`src/verilog/bfly_pkg.sv`:
```
package bfly_pkg;

    // Width of one real or imaginary component at the input.
    localparam int sample_w = 16;

    typedef logic signed [sample_w-1:0] sample_t;

    // One bit of growth for the sum and the difference.
    typedef logic signed [sample_w:0] wide_t;

    typedef struct packed {
        sample_t re;
        sample_t im;
    } cplx_t;

    // a is element k, b is element k + frame_len/2.
    typedef struct packed {
        cplx_t a;
        cplx_t b;
    } cplx_pair_t;

    typedef struct packed {
        wide_t sum_re;
        wide_t sum_im;
        wide_t dif_re;
        wide_t dif_im;
    } bfly_out_t;

    // Marks whether the next read is the first or the second of a pair.
    typedef enum logic {
        first_out,
        sec_out
    } rd_state_t;

endpackage

```
`src/verilog/bfly_stage_top.sv`:
```
`timescale 1ns/1ps

module bfly_stage_top
    import bfly_pkg::*;
#(
    parameter int frame_len = 16
) (
    input  logic      clk,
    input  logic      rst_n,
    input  logic      in_valid,
    input  cplx_t     in_sample,
    output logic      out_valid,
    output bfly_out_t out_result,
    output logic      frame_done
);

    localparam int addr_w = $clog2(frame_len) + 1;

    logic              wr_en;
    logic [addr_w-1:0] wr_addr;
    cplx_t             wr_sample;
    logic              frame_full;
    logic              full_bank;
    logic              rd_en;
    logic [addr_w-1:0] rd_addr;
    logic              pair_valid;
    cplx_pair_t        pair;

    frame_writer #(.frame_len(frame_len)) frame_writer_i (
        .clk        (clk),
        .rst_n      (rst_n),
        .in_valid   (in_valid),
        .in_sample  (in_sample),
        .wr_en      (wr_en),
        .wr_addr    (wr_addr),
        .wr_sample  (wr_sample),
        .frame_full (frame_full),
        .full_bank  (full_bank)
    );

    pair_reader #(.frame_len(frame_len)) pair_reader_i (
        .clk        (clk),
        .rst_n      (rst_n),
        .frame_full (frame_full),
        .full_bank  (full_bank),
        .rd_en      (rd_en),
        .rd_addr    (rd_addr),
        .frame_done (frame_done)
    );

    sample_ram #(.frame_len(frame_len)) sample_ram_i (
        .clk        (clk),
        .rst_n      (rst_n),
        .wr_en      (wr_en),
        .wr_addr    (wr_addr),
        .wr_sample  (wr_sample),
        .rd_en      (rd_en),
        .rd_addr    (rd_addr),
        .pair_valid (pair_valid),
        .pair       (pair)
    );

    butterfly butterfly_i (
        .clk        (clk),
        .rst_n      (rst_n),
        .pair_valid (pair_valid),
        .pair       (pair),
        .out_valid  (out_valid),
        .out_result (out_result)
    );

endmodule

```
`src/verilog/butterfly.sv`:
```
`timescale 1ns/1ps

module butterfly
    import bfly_pkg::*;
(
    input  logic       clk,
    input  logic       rst_n,
    input  logic       pair_valid,
    input  cplx_pair_t pair,
    output logic       out_valid,
    output bfly_out_t  out_result
);

    wide_t a_re;
    wide_t a_im;
    wide_t b_re;
    wide_t b_im;

    // Sign extension to the result width.
    assign a_re = wide_t'(pair.a.re);
    assign a_im = wide_t'(pair.a.im);
    assign b_re = wide_t'(pair.b.re);
    assign b_im = wide_t'(pair.b.im);

    always_ff @(posedge clk or negedge rst_n) begin
        if (!rst_n) begin
            out_valid <= 1'b0;
        end else begin
            out_valid <= pair_valid;
        end
    end

    always_ff @(posedge clk) begin
        if (pair_valid) begin
            out_result.sum_re <= a_re + b_re;
            out_result.sum_im <= a_im + b_im;
            out_result.dif_re <= a_re - b_re;
            out_result.dif_im <= a_im - b_im;
        end
    end

    // Pairs come at most every second cycle.
    a_pair_spacing: assert property (
        @(posedge clk) disable iff (!rst_n)
        pair_valid |=> !pair_valid
    ) else $error("butterfly: pair_valid high in consecutive cycles");

endmodule

```
`src/verilog/frame_writer.sv`:
```
`timescale 1ns/1ps

module frame_writer
    import bfly_pkg::*;
#(
    parameter int frame_len = 16,
    localparam int cnt_w = $clog2(frame_len),
    localparam int addr_w = cnt_w + 1
) (
    input  logic              clk,
    input  logic              rst_n,
    input  logic              in_valid,
    input  cplx_t             in_sample,
    output logic              wr_en,
    output logic [addr_w-1:0] wr_addr,
    output cplx_t             wr_sample,
    output logic              frame_full,
    output logic              full_bank
);

    logic [cnt_w-1:0] count;
    logic             bank;
    logic             last_sample;

    assign last_sample = (count == cnt_w'(frame_len - 1));

    // The sample is written in the cycle of its strobe.
    assign wr_en     = in_valid;
    assign wr_addr   = {bank, count};
    assign wr_sample = in_sample;

    always_ff @(posedge clk or negedge rst_n) begin
        if (!rst_n) begin
            count      <= '0;
            bank       <= 1'b0;
            frame_full <= 1'b0;
            full_bank  <= 1'b0;
        end else begin
            frame_full <= 1'b0;
            if (in_valid) begin
                count <= count + 1'b1;
                if (last_sample) begin
                    // Count wraps to zero on its own.
                    frame_full <= 1'b1;
                    full_bank  <= bank;
                    bank       <= ~bank;
                end
            end
        end
    end

endmodule

```
`src/verilog/pair_reader.sv`:
```
`timescale 1ns/1ps

module pair_reader
    import bfly_pkg::*;
#(
    parameter int frame_len = 16,
    localparam int step_w = $clog2(frame_len),
    localparam int addr_w = step_w + 1
) (
    input  logic              clk,
    input  logic              rst_n,
    input  logic              frame_full,
    input  logic              full_bank,
    output logic              rd_en,
    output logic [addr_w-1:0] rd_addr,
    output logic              frame_done
);

    logic              busy;
    logic [step_w-1:0] step;
    logic              bank;
    logic              last_step;

    assign last_step = (step == step_w'(frame_len - 1));

    assign rd_en      = busy;
    assign frame_done = busy && last_step;

    // Step s reads k = s/2, plus half a frame when s is odd.
    // Half a frame is the top offset bit, so this is a rotate of the step.
    assign rd_addr = {bank, step[0], step[step_w-1:1]};

    always_ff @(posedge clk or negedge rst_n) begin
        if (!rst_n) begin
            busy <= 1'b0;
            step <= '0;
            bank <= 1'b0;
        end else if (frame_full) begin
            // A new frame may start right on the final step.
            busy <= 1'b1;
            step <= '0;
            bank <= full_bank;
        end else if (busy) begin
            step <= step + 1'b1;
            if (last_step) begin
                busy <= 1'b0;
            end
        end
    end

    // Input must not outrun the reader.
    a_no_overrun: assert property (
        @(posedge clk) disable iff (!rst_n)
        frame_full |-> (!busy || last_step)
    ) else $error("pair_reader: frame_full while previous frame still being read");

endmodule

```
`src/verilog/sample_ram.sv`:
```
`timescale 1ns/1ps

module sample_ram
    import bfly_pkg::*;
#(
    parameter int frame_len = 16,
    localparam int addr_w = $clog2(frame_len) + 1
) (
    input  logic              clk,
    input  logic              rst_n,
    input  logic              wr_en,
    input  logic [addr_w-1:0] wr_addr,
    input  cplx_t             wr_sample,
    input  logic              rd_en,
    input  logic [addr_w-1:0] rd_addr,
    output logic              pair_valid,
    output cplx_pair_t        pair
);

    localparam int depth = 2 * frame_len;

    // Two banks, the bank bit is the top address bit.
    cplx_t mem [depth];

    cplx_t rd_data;
    cplx_t hold_data;

    rd_state_t state;
    logic      hold_en;
    logic      pair_rdy;

    always_ff @(posedge clk) begin
        if (rd_en) begin
            rd_data <= mem[rd_addr];
        end
        if (wr_en) begin
            mem[wr_addr] <= wr_sample;
        end
    end

    // Pairing FSM.
    // The first read raises hold_en, the second raises pair_rdy.
    always_ff @(posedge clk or negedge rst_n) begin
        if (!rst_n) begin
            state    <= first_out;
            hold_en  <= 1'b0;
            pair_rdy <= 1'b0;
        end else begin
            case (state)
                first_out: begin
                    pair_rdy <= 1'b0;
                    if (rd_en) begin
                        state   <= sec_out;
                        hold_en <= 1'b1;
                    end else begin
                        hold_en <= 1'b0;
                    end
                end
                sec_out: begin
                    state    <= first_out;
                    hold_en  <= 1'b0;
                    pair_rdy <= 1'b1;
                end
                default: begin
                    state    <= first_out;
                    hold_en  <= 1'b0;
                    pair_rdy <= 1'b0;
                end
            endcase
        end
    end

    // First word of the pair waits here for the second.
    always_ff @(posedge clk) begin
        if (hold_en) begin
            hold_data <= rd_data;
        end
    end

    assign pair_valid = pair_rdy;
    assign pair.a     = hold_data;
    assign pair.b     = rd_data;

    // Writer and reader must be on different banks.
    a_no_addr_clash: assert property (
        @(posedge clk) disable iff (!rst_n)
        (wr_en && rd_en) |-> (wr_addr != rd_addr)
    ) else $error("sample_ram: write and read hit the same address");

endmodule
```
`config.mk`:
```
export PLATFORM = sky130hd
export DESIGN_NAME = bfly_stage_top
export DESIGN_NICKNAME = d
export VERILOG_FILES = /design/src/verilog/bfly_pkg.sv /design/src/verilog/bfly_stage_top.sv /design/src/verilog/butterfly.sv /design/src/verilog/frame_writer.sv /design/src/verilog/pair_reader.sv /design/src/verilog/sample_ram.sv
export SDC_FILE = /design/constraint.sdc
export NUM_CORES = 1
export LEC_CHECK = 0
export BUFFER_PORTS_ARGS = -buffer_cell sky130_fd_sc_hd__buf_2
export CAP_MARGIN = 20
export CORE_MARGIN = 4
export CORE_UTILIZATION = 55
export DETAILED_ROUTE_END_ITERATION = 10
export PLACE_DENSITY = 0.82
export SLEW_MARGIN = 5
export SYNTH_ARGS = -nofsm -noshare
export SYNTH_HDL_FRONTEND = slang
export SYNTH_SLANG_ARGS = --single-unit
```
`constraint.sdc`:
```
create_clock -name clk -period 3.8 [get_ports clk]
set_input_delay 0.57 -clock clk [delete_from_list [all_inputs] [get_ports clk]]
set_output_delay 0.57 -clock clk [all_outputs]
set_load 0.02 [all_outputs]
```
==> metrics.txt <==
setup repair bufs after CTS 0; row cnt 106; worst vdd ir 527 uV; Root Buffer clkbuf_16; Max clock buf depth 3; placed insts 3363; MaxCap Viol Count 0; die height 299 microns; Starting Density 55.7%; # DRC 0; DR iter-0 viols between 3000 and 4000; WP data arrival 2.85 ns; Synth area leader edfxtp_1; FILL cells 5186; Final Setup Violations 0; vias in the first global route 24340; RSZ-0062 raised after global routing false; Sum Neg Setup Slack 0 ns; CP max FO 27; wire length of the first global-routing pass 171000 microns; fmax 292 MHz; boundary pin count 105; Placeable Area 84000 sq um; Non-Filler Instances between 3000 and 4000; Routed wire per std cell 33.0 microns; hold crit path type primary input to register; hpwl dp 60300 microns; Clock Latency Late Sink between 0.6 and 0.7 ns; Mapped Area 46700 sq um; Total Power 42500 uW; largest net degree at the start of global routing 60; register area share after synthesis 75.0%; Pins Over Slew Limit 0; antenna-violating nets left 0; Setup CP Type register to output port; Final nets 2447; Pre-antenna DRT Iters 5; Die Wd 299 microns; Period minus WS final about 3.4 ns; Final Hold Viols 0; P per Cell Area between 800 and 900 nW/um^2; EDFF count, synth 1154; Synth Register Bits 1170; outcome complete, no violations; clock sinks 1170; Post-Synthesis Mean Instance Area 21.6 sq um; leakage 0.0170 uW; Worst Tran Pin Value 0.971 ns; initial antenna violation count 7; Netlist cell types 61; pre-CTS setup slack 0.773 ns; Crit. End Element output port; Cells after Synth 2167; Synth warnings 0; vias per inst 6.70; post-synth net total 2275; footprint of the multi-input gates ~11000 sq um; Main synth FF type edfxtp_1; I/O Buffers 104; Overall Global Routing Usage 26.4%; vias 23908; final period utilization 90.1%; CTS tree yes; Final WS setup around 0.38 ns; Worst-path clk slew 0.06 ns; max_slew headroom between 30% and 40%; Async S/R FF share, synth 1.37%; gr ovfl total 0; WL final roughly 120000 microns; share of cells above drive strength 1 30.1%; Max Clock Skew 0.0290 ns; H-tree depth 3; WP data required 3.23 ns; startpoint type of the worst setup path register; ranking of synthesized cells by area edfxtp_1 74%, mux4_2 15%, ha_1 1.8%; register area 35100 sq um; Die Area 89700 sq um; TritonCTS Buffers 107; Synth top area share 74.2%; Routability Congestion 0.884; Area Overhead vs Synth 13.1%
area by class of cell:
class | count | share of cell area [%]
Clock buffer | 129 | 5.38
Antenna cell | 5 | 0.0237
Tap cell | 1134 | 2.69
Sequential cell | 1170 | 66.4
Clock inverter | 71 | 1.30
Inverter | 67 | 0.476
Multi-Input combinational cell | 826 | 21.1
Timing Repair Buffer | 167 | 2.64
logic make-up after synthesis:
group	synth area share [%]
AOI/OAI and AO/OA	1.88
xor gates and xnor gates	0.900
adders and majority gates	2.02
buffers and inverters	1.60
DFF	75.0
muxes	16.3
and+or+nand+nor	2.24
cell usage after synthesis, types with 3 or more instances:
cell	number
edfxtp_1	1154
mux4_2	320
nor2_1	86
ha_1	69
inv_1	66
clkbuf_1	56
a21oi_1	40
xnor2_1	38
mux2_2	34
nand2_1	28
nor3_1	23
o21ai_0	21
buf_4	18
dfrtp_1	16
nor2b_1	15
buf_1	14
nand2b_1	14
buf_2	13
xor2_1	10
nor4_1	9
o311ai_0	7
or3_1	7
a21o_1	6
a31oi_1	6
nand3_1	6
nand4_1	6
o21a_1	6
a2111oi_0	5
mux2i_1	5
nor3b_1	5
o31ai_1	5
a211oi_1	4
fa_1	4
nand3b_1	4
o21bai_1	4
o31a_1	4
a211o_1	3
buf_6	3
or4_1	3
per-stage QoR:
| step | hold slack (ns) | utilization [%] | area, sq um |
|---|---|---|---|
| 2_1_floorplan | 0.274 | - | 46700 |
| 3_3_place_gp | 0.456 | 58.7 | 49300 |
| 3_5_place_dp | 0.482 | 58.7 | 49300 |
| 4_1_cts | 0.219 | 62.9 | 52800 |
| 5_1_grt | 0.253 | 62.9 | 52800 |
| 6_report | 0.264 | 62.9 | 52800 |
state kept, by name (all words and copies together) (netlist names):
register	cells
pair_reader_i.step	4
pair_reader_i.rd_en	1
frame_writer_i.bank	1
frame_writer_i.count	4
frame_writer_i.frame_full	1
sample_ram_i.mem	1024
sample_ram_i.pair_valid	1
butterfly_i.out_result	66
sample_ram_i.pair	64
butterfly_i.out_valid	1
frame_writer_i.full_bank	1
sample_ram_i.state	1
pair_reader_i.bank	1
worst paths after layout:
path / start / cells after the start / slack (ns) / endpoint
min in group asynchronous: rst_n / 2 / 0.40 / pair_reader_i.step[0]
worst max-delay path: pair_reader_i.step[1] / 5 / 0.38 / frame_done
worst min register to register: sample_ram_i.pair[9] / 0 / 0.50 / sample_ram_i.pair[41]
worst min-delay path: in_valid / 2 / 0.26 / frame_writer_i.count[0]
worst max register to register: sample_ram_i.pair[18] / 8 / 0.61 / butterfly_i.out_result[31]
max in group asynchronous: rst_n / 2 / 3.02 / pair_reader_i.step[1]
cells in the final DEF (no fill, tap or decap), types with 28 or more instances in the layout:
cell,instances
buf_12,32
clkbuf_16,110
edfxtp_1,1154
inv_1,66
nand2_1,28
mux4_2,320
nor2_1,58
xnor2_1,38
clkinv_2,32
mux2_2,34
nor2_4,28
a21oi_1,40
buf_4,30
buf_2,104
ha_1,69
critical path, stage by stage, from the launching register on:
cell and delay, ns:
dfrtp_4 0.85, buf_12 0.31, ha_1 0.21, nand3_1 0.11, nor2_1 0.42, buf_2 0.26
repair_timing:
action | 4_1_cts | 5_1_grt
gates resized for setup | 0 | 0
hold endpoints to repair | 16 | 0
hold buffers | 1 | 0
routing by layer:
layer / vias up / routed length [microns] / global-route usage, %
met5: - / 0 / 0
met4: 0 / 5060 / 10.2
met3: 331 / 13200 / 6.08
li1: 9327 / - / -
met1: 12311 / 39700 / 33.9
met2: 1939 / 59900 / 44.5
power by group:
| group | internal (uW) | switching (uW) | leakage [uW] |
|---|---|---|---|
| logic | 6380 | 7600 | 0.00462 |
| clock network | 6160 | 4750 | 0.00176 |
| registers | 16400 | 1230 | 0.0107 |
| total | 28900 | 13600 | 0.0170 |
(Power assumes the default switching activity.)
